**src/common/frame_grab_pkg.sv**
```systemverilog
`default_nettype none

package frame_grab_pkg;

   ////////////////////////////////////////
   // widths
   ////////////////////////////////////////

   // pixel count across the full line, porches included
   localparam int HCOUNT_W = 11;
   // line count across the full frame
   localparam int VCOUNT_W = 10;
   // frame store address, enough for a 640x400 window
   localparam int ADDR_W = 18;

   ////////////////////////////////////////
   // default 1024x768 raster
   ////////////////////////////////////////

   // horizontal, 1344 clocks per line
   localparam int DEF_H_ACTIVE = 1024;
   localparam int DEF_H_FRONT = 24;
   localparam int DEF_H_SYNC = 136;
   localparam int DEF_H_BACK = 160;

   // vertical, 806 lines per frame
   localparam int DEF_V_ACTIVE = 768;
   localparam int DEF_V_FRONT = 9;
   localparam int DEF_V_SYNC = 6;
   localparam int DEF_V_BACK = 23;

   // capture window, anchored at the frame origin
   localparam int DEF_WIN_W = 640;
   localparam int DEF_WIN_H = 400;

   typedef logic [HCOUNT_W-1:0] hcount_t;
   typedef logic [VCOUNT_W-1:0] vcount_t;
   typedef logic [ADDR_W-1:0] addr_t;

   // full colour pixel as it enters and leaves
   typedef struct packed {
      logic [7:0] red;
      logic [7:0] green;
      logic [7:0] blue;
   } rgb24_t;

   // reduced pixel as it sits in the frame store
   typedef struct packed {
      logic [2:0] red;
      logic [2:0] green;
      logic [1:0] blue;
   } rgb332_t;

   // what the output stage shows for one position
   typedef enum logic [1:0] {
      SRC_BLACK  = 2'd0,
      SRC_WHITE  = 2'd1,
      SRC_STORED = 2'd2
   } pix_src_t;

endpackage

`default_nettype wire

```
**src/common/video_timing_if.sv**
```systemverilog
`timescale 1ns/1ns
`default_nettype none

interface video_timing_if;
   import frame_grab_pkg::*;

   // raster position, advances once per clock
   hcount_t hcount;
   vcount_t vcount;
   // active low syncs
   logic hsync;
   logic vsync;
   // high outside the active area
   logic blank;

   // driven by the timing generator
   modport source (output hcount, vcount, hsync, vsync, blank);

   // read by capture and output stages
   modport sink (input hcount, vcount, hsync, vsync, blank);

endinterface

`default_nettype wire

```
**src/capture/capture_ctrl.sv**
```systemverilog
`timescale 1ns/1ns
`default_nettype none

module capture_ctrl #(
   parameter int WIN_W = frame_grab_pkg::DEF_WIN_W,
   parameter int WIN_H = frame_grab_pkg::DEF_WIN_H
) (
   input  logic                     clk,
   input  logic                     arst_n,
   input  logic                     live,
   input  frame_grab_pkg::rgb24_t   pixel_in,
   video_timing_if.sink             tim,
   output frame_grab_pkg::addr_t    addr,
   output logic                     we,
   output frame_grab_pkg::rgb332_t  wdata,
   output frame_grab_pkg::pix_src_t src
);
   import frame_grab_pkg::*;

   // last store address of one window
   localparam addr_t LAST_ADDR = addr_t'(WIN_W * WIN_H - 1);
   localparam hcount_t WIN_X = hcount_t'(WIN_W);
   localparam vcount_t WIN_Y = vcount_t'(WIN_H);

   logic     live_meta;
   logic     live_sync;
   logic     live_prev;
   logic     live_fall;
   logic     live_rise;
   logic     frozen;
   logic     capturing;
   logic     loaded;
   logic     in_win;
   logic     at_origin;
   logic     cap_pixel;
   addr_t    wr_cnt;
   addr_t    rd_cnt;
   pix_src_t src_next;

   ////////////////////////////////////////
   // position decode
   ////////////////////////////////////////

   assign in_win = (tim.hcount < WIN_X) && (tim.vcount < WIN_Y);
   assign at_origin = (tim.hcount == '0) && (tim.vcount == '0);

   // mode edges after the synchronizer
   assign live_fall = live_prev && !live_sync;
   assign live_rise = !live_prev && live_sync;

   // origin pixel is written in the same cycle capture starts
   assign cap_pixel = frozen && !loaded && in_win && (capturing || at_origin);

   // writes use the write counter until the window is full
   assign addr = loaded ? rd_cnt : wr_cnt;

   // black while live or while the window fills, white around it
   always_comb begin
      if (!frozen) begin
         src_next = SRC_BLACK;
      end else if (in_win) begin
         src_next = loaded ? SRC_STORED : SRC_BLACK;
      end else begin
         src_next = SRC_WHITE;
      end
   end

   ////////////////////////////////////////
   // mode, capture and replay state
   ////////////////////////////////////////

   always_ff @(posedge clk or negedge arst_n) begin
      if (!arst_n) begin
         live_meta <= 1'b0;
         live_sync <= 1'b0;
         live_prev <= 1'b0;
         frozen <= 1'b0;
         capturing <= 1'b0;
         loaded <= 1'b0;
         wr_cnt <= '0;
         rd_cnt <= '0;
         we <= 1'b0;
         src <= SRC_BLACK;
      end else begin
         live_meta <= live;
         live_sync <= live_meta;
         live_prev <= live_sync;
         // write strobe lines up with the combinational address
         we <= cap_pixel;
         src <= src_next;
         if (live_rise) begin
            // back to live video
            frozen <= 1'b0;
            capturing <= 1'b0;
            loaded <= 1'b0;
         end else if (live_fall) begin
            // arm, capture begins at the next frame origin
            frozen <= 1'b1;
            wr_cnt <= '0;
            rd_cnt <= '0;
         end else begin
            if (frozen && !loaded && at_origin) begin
               capturing <= 1'b1;
            end
            // counter moves once the write lands
            if (we) begin
               wr_cnt <= wr_cnt + addr_t'(1);
               if (wr_cnt == LAST_ADDR) begin
                  loaded <= 1'b1;
                  capturing <= 1'b0;
               end
            end
            // replay walks the window once per frame
            if (loaded && in_win) begin
               rd_cnt <= (rd_cnt == LAST_ADDR) ? '0 : rd_cnt + addr_t'(1);
            end
         end
      end
   end

   // reduce to 3-3-2 by keeping the top bits of each channel
   always_ff @(posedge clk) begin
      wdata <= '{red: pixel_in.red[7:5], green: pixel_in.green[7:5], blue: pixel_in.blue[7:6]};
   end

endmodule

`default_nettype wire

```
**src/flat_wrapper.sv**
```systemverilog
// flat-port wrapper written by rule: the top's interface ports become plain ports
module capture_ctrl_flat import frame_grab_pkg::*;
#(
   parameter int WIN_W = frame_grab_pkg::DEF_WIN_W,
   parameter int WIN_H = frame_grab_pkg::DEF_WIN_H
)
  (clk, arst_n, live, pixel_in, addr, we, wdata, src, tim_hcount, tim_vcount, tim_hsync, tim_vsync, tim_blank);
  video_timing_if tim_i ();
  input  logic clk;
  input  logic arst_n;
  input  logic live;
  input  frame_grab_pkg::rgb24_t pixel_in;
  output frame_grab_pkg::addr_t addr;
  output logic we;
  output frame_grab_pkg::rgb332_t wdata;
  output frame_grab_pkg::pix_src_t src;
  input wire logic [$bits(tim_i.hcount)-1:0] tim_hcount;
  input wire logic [$bits(tim_i.vcount)-1:0] tim_vcount;
  input wire logic [$bits(tim_i.hsync)-1:0] tim_hsync;
  input wire logic [$bits(tim_i.vsync)-1:0] tim_vsync;
  input wire logic [$bits(tim_i.blank)-1:0] tim_blank;
  assign tim_i.hcount = tim_hcount;
  assign tim_i.vcount = tim_vcount;
  assign tim_i.hsync = tim_hsync;
  assign tim_i.vsync = tim_vsync;
  assign tim_i.blank = tim_blank;
  capture_ctrl #(.WIN_W(WIN_W), .WIN_H(WIN_H)) u_core (.clk(clk), .arst_n(arst_n), .live(live), .pixel_in(pixel_in), .tim(tim_i), .addr(addr), .we(we), .wdata(wdata), .src(src));
endmodule
```
**config.mk**
```make
export PLATFORM = sky130hd
export DESIGN_NAME = capture_ctrl_flat
export DESIGN_NICKNAME = d
export VERILOG_FILES = /design/src/common/frame_grab_pkg.sv /design/src/common/video_timing_if.sv /design/src/capture/capture_ctrl.sv /design/src/flat_wrapper.sv
export SDC_FILE = /design/constraint.sdc
export NUM_CORES = 1
export LEC_CHECK = 0
export ABC_AREA = 1
export BUFFER_PORTS_ARGS = -buffer_cell sky130_fd_sc_hd__buf_2
export CAP_MARGIN = 30
export CORE_MARGIN = 2
export CORE_UTILIZATION = 53
export CTS_CLUSTER_DIAMETER = 150
export DETAILED_ROUTE_END_ITERATION = 16
export PLACE_DENSITY = 0.88
export SLEW_MARGIN = 10
export SYNTH_ARGS = -nofsm -noshare
export SYNTH_HDL_FRONTEND = slang
export SYNTH_SLANG_ARGS = --single-unit
```
**constraint.sdc**
```tcl
create_clock -name clk -period 2 [get_ports clk]
set_clock_uncertainty 0.15 [all_clocks]
set_input_delay 0.2 -clock clk [delete_from_list [all_inputs] [get_ports clk]]
set_output_delay 0.2 -clock clk [all_outputs]
set_load 0.01 [all_outputs]
```
# Word-level counts from Yosys, hierarchy flattened
# Index checks and enable logic that the tools add are counted.
totals:
  register_bits: 53
  elab_cells: 64
op_classes:
  n_addsub: 2
  magnitude_cmp: 2
  n_eq_ne: 3
  mux: 20
  n_bitwise: 1
  n_reduce_logical: 23
ops:
  columns: ["cell", "n"]
  rows:
  - ["$mux W18", 6]
  - ["$add A18 B1 Y18 const B", 2]
  - ["$eq A18 B18 Y1 const B", 2]
  - ["$logic_not A11 Y1", 1]
  - ["$lt A11 B10 Y1 const B", 1]
  - ["$mux W1", 11]
  - ["$logic_not A10 Y1", 1]
  - ["$lt A10 B9 Y1 const B", 1]
  - ["$reduce_bool A2 Y1", 5]
  - ["$logic_and A1 B1 Y1", 9]
  - ["$mux W2", 3]
  - ["$reduce_and A2 Y1", 2]
  - ["$logic_not A1 Y1", 3]
  - ["$reduce_and A3 Y1", 1]
  - ["$ne A2 B2 Y1 const B", 1]
  - ["$logic_or A1 B1 Y1", 1]
  - ["$not A1 Y1", 1]

# Logic depth before layout (Yosys ltp)
# Gate-level depths: netlist (run 1).
depth:
  word_depth: 8
  depth_mapped: 11

# Worst setup path before layout (run 1)
# Ideal clock, no wire load.
synth_path:
  kind: "register to register"
  from: "reg u_core.live_prev"
  to: "reg u_core.wr_cnt[13]"
  setup_ps: 117
  arrival_ps: 1461
  t_required_ps: 1733
  setup_slack_ps: 272
  stages_incl_launch_ff: 11
  n_path_buf: 1
  synth_period_minus_slack_ps: 1728
  cell_sequence: "dfrtp_1 ha_1 buf_2 o21ai_2 nor2_2 nand2_1 nor2_1 nand2_1 o21ai_1 nand2_1 nor2_1"
synth_between:
  elab_chain_cells: 4
  word_cells_on_any_way: 7
  classes_between: "mux (1); bitwise (1); reduce/logical (5)"
synth_lines:
  columns: ["element", "line_no", "rtl"]
  rows:
  - ["start, declared", "capture_ctrl.sv:27", "logic live_prev;"]
  - ["start signal, assigned", "capture_ctrl.sv:87", "live_prev <= live_sync;"]
  - ["$logic_not A1 Y1", "capture_ctrl.sv:49", "assign live_rise = !live_prev && live_sync;"]
  - ["$logic_and A1 B1 Y1", "capture_ctrl.sv:49", null]
  - ["$not A1 Y1 (no source line)", null, null]
  - ["$reduce_and A2 Y1 (no source line)", null, null]
  - ["end signal, assigned", "capture_ctrl.sv:107", "wr_cnt <= wr_cnt + addr_t'(1);"]
  - ["end, declared", "capture_ctrl.sv:36", "addr_t wr_cnt;"]
# Several ways; a longest one is shown, not always the timed one.
# A chain may end at the register's enable or synchronous reset.

# Final worst setup path (run 1)
layout_path:
  from: "reg u_core.loaded"
  to: "out addr[12]"
layout_between:
  elab_chain_cells: 1
layout_lines:
  columns: ["element", "line_no", "rtl"]
  rows:
  - ["start, declared", "capture_ctrl.sv:32", "logic loaded;"]
  - ["start signal, assigned", "capture_ctrl.sv:79", "loaded <= 1'b0;"]
  - ["start signal, assigned", "capture_ctrl.sv:95", "loaded <= 1'b0;"]
  - ["start signal, assigned", "capture_ctrl.sv:109", "loaded <= 1'b1;"]
  - ["$mux W18", "capture_ctrl.sv:55", "assign addr = loaded ? rd_cnt : wr_cnt;"]
  - ["end, declared", "flat_wrapper.sv:13", "output frame_grab_pkg::addr_t addr;"]
# No other way between the ends.

==> results.py, run 1 <==
metrics = {
    "status": {
        "status": "finished, final reports clean",
    },
    "cells_and_area": {
        "syn_to_final_growth_pct": 22.03,
        "final_common_cell": "nand2_1",
        "ff_latch_area_mm2": 0.001286,
        "fin_nets": 587,
        "insertedDiodeCount": 0,
        "multiInputGateArea_mm2": 0.001554,
        "drive_gt1_share_pct": 19.55,
        "n_fill_cell": 498,
        "layout_common_cells": "114 x nand2_1, 60 x buf_2, 58 x nor2_1",
    },
    "setup_path": {
        "worstPathArrival_ns": 1.53,
        "worst-r2r-cell-count": 11,
        "critPathMaxStageDelay_ns": 0.52,
        "worstSetupEndpointType": "primary output",
        "r2r_end": "u_core.wr_cnt[13]",
        "cp_max_fo": 7,
        "cp_slowest_cell": "dfrtp_1",
        "worstSetupStartpointType": "flip-flop",
        "crit_family": "flip-flops",
        "r2r_start": "u_core.live_prev",
        "critical_path_class": "flip-flop to primary output",
        "cp_data_required_time_ns": 1.65,
        "path_cells": "inv_1, o21ai_0, buf_2",
        "critPathBufInv": 2,
        "ff2ff_setup_slack_ns": 0.14,
    },
    "drt": {
        "first_pass_iters": 6,
        "drc": 0,
        "via_per_inst": 5.382,
        "drtIter0Drc": 306,
        "num_vias": 3251,
        "routed_wl_mm": 8.116,
        "wl_met2_mm": 3.693,
        "wl_met1_mm": 3.718,
        "antenna_violating_nets_post_route": 0,
        "wl_met3_um": 610,
        "wl_per_cell_um": 13.44,
        "highest_layer": "met4",
    },
    "clock_network": {
        "root_buffer": "clkbuf_8",
        "cts_tree": "built",
        "cts_buffer_depth": 2,
        "cts.clk_slew.worst_paths_ns": 0.11,
        "cts.sink_count": 53,
        "cts_htree_levels": 2,
        "insertion_delay_ns": 0.32,
        "numCtsBuffers": 5,
    },
    "hold_path": {
        "min_path_type": "input pin to flip-flop",
        "hold_depth": 5,
        "min_to": "u_core.we",
        "hp-start": "tim_vcount[9]",
    },
    "synth": {
        "syn_nets": 502,
        "ys_ff_latch": 53,
        "yosys.area.top_type": "dfrtp_1",
        "netlist.area_leader.share_pct": 36.04,
        "synth.avg_cell_area_um2": 7.005,
        "synth_area_mm2": 0.003124,
        "yosysUniqueCellTypes": 34,
        "synth_cells": 446,
        "yosys_warnings": 0,
        "synth_seq_area_share_pct": 41.17,
        "yosys-top-cells-area": "dfrtp_1 36%, nand2_1 14%, nor2_1 7.1%, inv_1 6.2%, dfxtp_1 5.1%",
    },
    "timing": {
        "finalSetupTns_ns": 0,
        "period_share_pct": 94.04,
        "rsz0062_at_grt": "no",
        "period_needed_ns": 1.881,
        "worst_slew_pin_slew_ns": 0.3890,
        "setup_viol": 0,
        "finalHoldViolCount": 0,
        "slew_viol_final": 0,
        "fmax_mhz": 531.7,
        "relSlewSlack_pct": 73.83,
        "worst_slack_ns": 0.1192,
    },
    "global_routing": {
        "grt_pass1_wl_mm": 13.60,
        "grt_max_degree": 46,
        "grtUsageTotal_pct": 26.75,
        "antenna_found_initial": 0,
        "gr-total-overflow": 0,
        "grt_pass1_vias": 2967,
    },
    "power": {
        "leakage_nw": 1.846,
        "ir_drop_v": 0.0004234,
        "power_density_mw_per_mm2": 636.6,
    },
    "floorplanning": {
        "start_util_pct": 55.71,
        "core.rowCount": 27,
        "coreArea_mm2": 0.005608,
        "die_w_um": 80.78,
        "die_h_um": 80.78,
        "ios": 80,
        "dieArea_mm2": 0.006525,
    },
    "placed_design": {
        "dp_hpwl_mm": 6.207,
        "portBuffers": 60,
        "dp_slack_ns": 0.1559,
        "place_congestion": 0.9359,
    },
    "run": {
        "maxCapViolCount": 0,
    },
}
synthesized netlist by cell type:
master and count:
buf_1 2, inv_4 1, and3_1 2, inv_1 52
o21ai_1 20, buf_6 2, ha_1 5, nand4_1 22
nor3_1 14, dfxtp_1 8, o21ai_0 28, a21oi_4 1
xor2_1 7, nand3_1 24, inv_2 6, o21bai_1 2
nor2_4 1, nor4_1 1, a21oi_1 10, clkinv_1 1
clkbuf_2 1, or2_4 1, nor2_2 1, buf_2 1
or2_2 2, dfrtp_1 45, nand3b_1 2, and2_1 1
nor3b_1 2, nor2_1 59, nand3_4 1, clkbuf_1 5
nand2_1 114, o21ai_2 2
through the flow:
step	instances	cell area [um^2]	power, mW	hold WS (ns)	util (%)
3_3_place_gp	586	3611	1.744	0.04808	64.39
3_5_place_dp	586	3611	1.768	0.04794	64.39
4_1_cts	604	3806	2.428	0.09840	67.87
6_report	604	3812	2.427	0.1086	67.98
2_1_floorplan	446	3124	1.547	-0.2456	-
5_1_grt	604	3812	2.559	0.1307	67.98
cells by family (layout without fill, tap and decap cells):
| family | after synthesis | count (layout) | share of synthesized area (%) |
|---|---|---|---|
| DFF | 53 | 53 | 41.17 |
| buffers and inverters | 71 | 157 | 9.171 |
| and+or+nand+nor | 247 | 247 | 34.84 |
| adders and majority gates | 5 | 5 | 2.002 |
| AOI/OAI and AO/OA | 63 | 63 | 10.85 |
| xor gates and xnor gates | 7 | 7 | 1.962 |
worst max path at each step:
stage	from	end	slack, ns	cells past startpoint
floorplan	u_core.live_prev	u_core.wr_cnt[13]	0.27	10
finish	u_core.loaded	addr[12]	0.12	3
global route	u_core.live_prev	u_core.wr_cnt[13]	0.02	11
global placement	u_core.live_prev	u_core.wr_cnt[13]	0.24	11
CTS	u_core.live_prev	u_core.wr_cnt[13]	0.13	11
detailed placement	u_core.live_prev	u_core.wr_cnt[13]	0.16	11
report_power, final:
| group | internal, mW | switching, mW | total [mW] |
|---|---|---|---|
| Sequential | 1.15 | 0.101 | 1.26 |
| Combinational | 0.215 | 0.303 | 0.517 |
| Clock | 0.256 | 0.399 | 0.654 |
| Total | 1.62 | 0.802 | 2.43 |
per-layer routing:
metal  track usage (%)  vias up
li1                  -     1605
met1             38.31     1478
met2             42.00      155
met3             4.778       13
met4             7.288        0
met5                 0        -
tightest hold or removal path: stages:
cell	delay (ns)
buf_2	0.09
or2_4	0.11
nor2_4	0.04
nand3_1	0.07
nor2_1	0.04
what timing repair did:
item	4_1_cts	5_1_grt
buffers inserted	0	0
resized for setup	0	2
hold buffers	10	0
endpoints found under the setup margin	0	2
hold endpoints to repair	54	0
area by class of cell:
type	instances	share of cell area [%]
flip-flops and latches	53	33.74
inverters	60	5.973
clock buffers	5	1.805
well taps	72	2.363
clock inverters	3	0.6892
repair buffers	89	14.67
multi-input cells	322	40.76
registers in the layout (all words and copies together) (netlist names):
name and flops:
u_core.live_prev 1, u_core.wr_cnt 18, u_core.frozen 1, u_core.rd_cnt 18, u_core.capturing 1, u_core.live_meta 1, u_core.we 1, u_core.loaded 1
u_core.live_sync 1, u_core.src 2, u_core.wdata 8
No activity file was read; power rests on OpenSTA's default activity.
==> run 2: changes to the inputs <==
CELL_PAD_IN_SITES_DETAIL_PLACEMENT = 1   (was unset)
CELL_PAD_IN_SITES_GLOBAL_PLACEMENT = 1   (was unset)
CORE_UTILIZATION = 37   (was 53)
PLACE_DENSITY = 0.87   (was 0.88)
==> run 2 against run 1 <==
Register-to-register slack improved by 0.04 ns. Hold slack improved by 0.048 ns. Non-clock buffer count shrank 1. Utilization down 21 points. Power rose by 1.2%. Highest routed layer unchanged. Critical path depth did not move. Clock power is 0.6% higher. Global-route usage down 3.0 points.
==> results.py, run 2 (synthesis results as in run 1) <==
metrics = {
    "floorplanning": {
        "core.rowCount": 33,
        "die_w_um": 95.89,
        "start_util_pct": 38.02,
        "coreArea_mm2": 0.008217,
        "dieArea_mm2": 0.009195,
        "ios": 80,
        "die_h_um": 95.89,
    },
    "setup_path": {
        "cp_max_fo": 32,
        "worstSetupEndpoint": "addr[17]",
        "worstSetupStartpointType": "flip-flop",
        "r2r_start": "u_core.live_prev",
        "critPathMaxStageDelay_ns": 0.44,
        "ff2ff_setup_slack_ns": 0.18,
        "critical_path_class": "flip-flop to primary output",
        "r2r_end": "u_core.wr_cnt[13]",
        "worstPathArrival_ns": 1.52,
        "worstSetupEndpointType": "primary output",
        "setup.worst_path.start": "u_core.loaded",
        "cp_slowest_cell": "dfrtp_1",
        "worst-r2r-cell-count": 11,
        "cp_data_required_time_ns": 1.65,
        "path_cells": "buf_4, o21ai_0, buf_2",
    },
    "timing": {
        "slew_viol_final": 0,
        "relSlewSlack_pct": 60.74,
        "period_needed_ns": 1.873,
        "rsz0062_at_grt": "no",
        "worst_slack_ns": 0.1275,
        "finalSetupTns_ns": 0,
        "fmax_mhz": 534.0,
        "worst_slew_pin_slew_ns": 0.5890,
        "holdWs_ns": 0.1567,
        "setup_viol": 0,
        "finalHoldViolCount": 0,
        "period_share_pct": 93.63,
    },
    "power": {
        "p_sw_share_pct": 32.65,
        "leakage_nw": 1.854,
        "intPower_mw": 1.654,
        "p_switching_mw": 0.8021,
        "p_seq_share_pct": 51.1,
        "power_density_mw_per_mm2": 634.5,
        "clock_power_share_pct": 26.8,
        "combPwrFrac_pct": 22.1,
        "ir_drop_v": 0.0004404,
    },
    "clock_network": {
        "insertion_delay_ns": 0.31,
        "cts.clk_slew.worst_paths_ns": 0.10,
        "root_buffer": "clkbuf_8",
        "cts_buffer_depth": 2,
        "cts_tree": "built",
        "cts_htree_levels": 2,
        "cts.sink_count": 53,
        "numCtsBuffers": 5,
    },
    "hold_path": {
        "min_path_type": "input pin to flip-flop",
    },
    "placed_design": {
        "portBuffers": 60,
        "dp_hpwl_mm": 7.755,
        "dp_slack_ns": 0.1341,
        "place_congestion": 0.9185,
    },
    "run": {
        "maxCapViolCount": 0,
    },
    "drt": {
        "drtIter0Drc": 133,
        "first_pass_iters": 4,
        "via_per_inst": 5.168,
        "drc": 0,
        "antenna_violating_nets_post_route": 0,
        "wl_per_cell_um": 15.52,
        "routed_wl_mm": 9.873,
        "num_vias": 3287,
    },
    "cells_and_area": {
        "fin_nets": 586,
        "syn_to_final_growth_pct": 23.91,
        "insertedDiodeCount": 0,
        "final_common_cell": "nand2_1",
        "drive_gt1_share_pct": 19.96,
        "largestRegisters": "u_core.rd_cnt: 18 flops, u_core.wr_cnt: 18 flops, u_core.wdata: 8 flops",
        "layout_common_cells": "113 x nand2_1, 60 x buf_2, 57 x nor2_1",
    },
    "global_routing": {
        "antenna_found_initial": 0,
        "grt_pass1_wl_mm": 16.78,
        "grt_max_degree": 33,
        "grtUsageTotal_pct": 23.71,
        "gr-total-overflow": 0,
        "grt_pass1_vias": 3459,
    },
    "status": {
        "status": "finished, final reports clean",
    },
}
run 2: metrics by stage:
stage / power [mW] / cells / instance area, um^2 / utilization (%)
floorplan: 1.547 / 446 / 3124 / -
global placement: 1.755 / 617 / 3650 / 44.42
detailed placement: 1.787 / 617 / 3650 / 44.42
CTS: 2.480 / 635 / 3846 / 46.81
global route: 2.604 / 636 / 3871 / 47.11
finish: 2.456 / 636 / 3871 / 47.11
run 2: power by group through the flow:
stage	Clock [mW]	Combinational, mW	Sequential [mW]
after global placement	0	0.493	1.26
after CTS	0.685	0.543	1.25
after floorplan	0	0.295	1.25
after detailed placement	0	0.518	1.27
final	0.658	0.543	1.26
after global routing	0.722	0.611	1.27
run 2: routing by layer:
| layer | global-route usage (%) | share of wire, % | up-vias |
|---|---|---|---|
| met5 | 0 | 0 | - |
| met4 | 8.690 | 2.3 | 0 |
| met3 | 3.681 | 4.1 | 22 |
| met2 | 39.86 | 48 | 82 |
| met1 | 30.86 | 46 | 1574 |
| li1 | - | - | 1609 |
run 2: worst min-delay path by stage:
stage                   endpoint            from  slack, ns  depth (start not counted)
2_1_floorplan   u_core.capturing          arst_n      -0.25                          0
3_3_place_gp   u_core.rd_cnt[16]          arst_n       0.09                          1
3_5_place_dp   u_core.rd_cnt[16]          arst_n       0.09                          1
4_1_cts                u_core.we   tim_vcount[9]       0.14                          5
5_1_grt                u_core.we   tim_vcount[9]       0.16                          5
6_report               u_core.we  tim_hcount[10]       0.16                          5
run 2: area by class of cell:
type,count,area (um^2)
Sequential cell,53,1286
Clock buffer,6,82.58
Inverter,60,227.7
Clock inverter,2,13.76
Tap cell,105,131.4
Timing Repair Buffer,88,560.5
Multi-Input combinational cell,322,1569
Fill cell,1098,4345
run 2: what timing repair did:
action / 4_1_cts / 5_1_grt
resized for setup: 0 / 5
setup buffers: 0 / 1
endpoints found under the setup margin: 0 / 4
hold buffers: 10 / 0
endpoints found under the hold margin: 31 / 0
run 2: worst max-delay path, delay by kind of cell, from the launching register on:
family,cells,cell delay [ns]
flops,1,0.44
buf+inv,2,0.44
compound gates,1,0.33
==> run 3: changes to the inputs <==
==> constraint.sdc (replaced) <==
create_clock -name clk -period 2 [get_ports clk]
set_clock_uncertainty 0.15 [all_clocks]
set_input_delay 0.1 -clock clk [delete_from_list [all_inputs] [get_ports clk]]
set_output_delay 0.1 -clock clk [all_outputs]
set_load 0.01 [all_outputs]
==> run 3 against run 2 <==
Register-to-register slack got worse by 0.04 ns. Critical endpoint is now u_core.rd_cnt[4]. Cell area rose by 0.45%. Wire length rose by 1.8%. Critical path type is now flip-flop to flip-flop. Largest power group unchanged. Sequential share of layout area fell by 0.15 points.
==> results.py, run 3 (synthesis results as in run 1) <==
metrics = {
    "floorplanning": {
        "die_h_um": 95.89,
        "core.rowCount": 33,
        "start_util_pct": 38.02,
        "die_w_um": 95.89,
        "coreArea_mm2": 0.008217,
        "ios": 80,
        "dieArea_mm2": 0.009195,
    },
    "cells_and_area": {
        "layout_common_cells": "113 x nand2_1, 60 x buf_2, 57 x nor2_1",
        "syn_to_final_growth_pct": 24.47,
        "fin_area_mm2": 0.003889,
        "ff_latch_area_mm2": 0.001286,
        "drive_gt1_share_pct": 20.56,
        "n_fill_cell": 1087,
        "fin_nets": 590,
        "final_common_cell": "nand2_1",
        "fin_cells": 640,
        "insertedDiodeCount": 0,
        "largestRegisters": "u_core.rd_cnt: 18 flops, u_core.wr_cnt: 18 flops, u_core.wdata: 8 flops",
        "multiInputGateArea_mm2": 0.001579,
    },
    "clock_network": {
        "numCtsBuffers": 5,
        "root_buffer": "clkbuf_8",
        "cts_htree_levels": 2,
        "cts.clk_slew.worst_paths_ns": 0.10,
        "cts_buffer_depth": 2,
        "insertion_delay_ns": 0.32,
        "cts_tree": "built",
        "cts.sink_count": 53,
    },
    "run": {
        "maxCapViolCount": 0,
    },
    "power": {
        "ir_drop_v": 0.0004087,
        "leakage_nw": 1.864,
        "power_density_mw_per_mm2": 627.4,
    },
    "drt": {
        "drc": 0,
        "via_per_inst": 5.230,
        "num_vias": 3347,
        "wl_per_cell_um": 15.70,
        "routed_wl_mm": 10.05,
        "drtIter0Drc": 160,
        "first_pass_iters": 4,
        "antenna_violating_nets_post_route": 0,
    },
    "setup_path": {
        "cp_slowest_cell": "dfrtp_1",
        "worstSetupEndpointType": "flip-flop",
        "worstSetupStartpointType": "flip-flop",
        "critical_path_class": "flip-flop to flip-flop",
        "critPathMaxStageDelay_ns": 0.38,
        "ff2ff_setup_slack_ns": 0.14,
        "crit_family": "simple AND/OR/NAND/NOR gates",
        "cp_max_fo": 4,
        "worstPathArrival_ns": 1.93,
        "path_cells": "ha_1, nand2_1, nor2_4, nand2_1, inv_2, nand4_1, nand2_2, o21ai_1, and2_1",
        "cp_data_required_time_ns": 2.07,
        "cpMostUsedCell": "nand2_1",
        "critPathBufInv": 1,
    },
    "global_routing": {
        "gr-total-overflow": 0,
        "grt_max_degree": 33,
        "grt_pass1_wl_mm": 16.82,
        "grtUsageTotal_pct": 23.83,
        "antenna_found_initial": 0,
        "grt_pass1_vias": 3516,
    },
    "timing": {
        "fmax_mhz": 537.6,
        "finalHoldViolCount": 0,
        "worst_slew_pin_slew_ns": 0.5963,
        "worst_slack_ns": 0.1398,
        "slew_viol_final": 0,
        "relSlewSlack_pct": 60.25,
        "period_needed_ns": 1.860,
        "finalSetupTns_ns": 0,
        "period_share_pct": 93.01,
        "setup_viol": 0,
    },
    "hold_path": {
        "min_path_type": "input pin to flip-flop",
    },
    "placed_design": {
        "portBuffers": 60,
        "place_congestion": 0.9216,
        "dp_hpwl_mm": 7.825,
        "placed_area_mm2": 0.003660,
        "dp_slack_ns": 0.06705,
        "place_inst": 620,
    },
    "status": {
        "status": "finished, final reports clean",
    },
}
run 3: cell count changes in the layout (fill, tap and decap cells not counted), sizes merged:
cell | previous run | this run
clkinv | 3 | 2
inv | 59 | 60
buf | 78 | 82
run 3: worst reg2reg max path, cell delays in order, from the launching register on:
cell     delay (ns)
dfrtp_1        0.38
ha_1           0.20
nand2_1        0.13
nor2_4         0.15
nand2_1        0.10
inv_2          0.08
nand4_1        0.17
nand2_2        0.16
o21ai_1        0.06
and2_1         0.17
run 3: area by class of cell:
type / count / share of cell area, %
clock buffers: 6 / 1.866
clock inverters: 2 / 0.3539
inverters: 60 / 5.856
multi-input cells: 322 / 40.60
flip-flops and latches: 53 / 33.08
well taps: 105 / 3.378
repair buffers: 92 / 14.86
run 3: per-stage QoR:
| stage | util (%) | total power [mW] | hold slack (ns) |
|---|---|---|---|
| 2_1_floorplan | - | 1.547 | -0.3456 |
| 3_3_place_gp | 44.54 | 1.760 | -0.01419 |
| 3_5_place_dp | 44.54 | 1.791 | -0.01080 |
| 4_1_cts | 46.81 | 2.446 | 0.01581 |
| 5_1_grt | 47.33 | 2.582 | 0.02706 |
| 6_report | 47.33 | 2.440 | 0.01190 |
run 3: where the power goes:
part	internal, mW	switching, mW
Sequential	1.15	0.0902
Combinational	0.220	0.332
Clock	0.251	0.392
Total	1.63	0.814
run 3: worst paths after layout:
path | start | endpoint | cells after the start
max reg2reg | u_core.rd_cnt[0] | u_core.rd_cnt[4] | 9
max in group asynchronous | arst_n | u_core.rd_cnt[2] | 3
min in group asynchronous | arst_n | u_core.rd_cnt[16] | 2
min | tim_vcount[9] | u_core.we | 5
max | u_core.rd_cnt[0] | u_core.rd_cnt[4] | 9
min reg2reg | u_core.live_meta | u_core.live_sync | 0
run 3: timing repair:
item / 4_1_cts / 5_1_grt
resized for setup: 0 / 7
buffers inserted: 0 / 2
hold buffers: 10 / 0
endpoints found under the hold margin: 31 / 0
endpoints found under the setup margin: 0 / 7
run 3: routing by layer:
layer	up-vias	track usage (%)	share of wire [%]
li1	1613	-	-
met3	11	4.542	3.6
met4	0	5.952	1.2
met2	77	41.08	50
met1	1646	30.75	45
met5	-	0	0
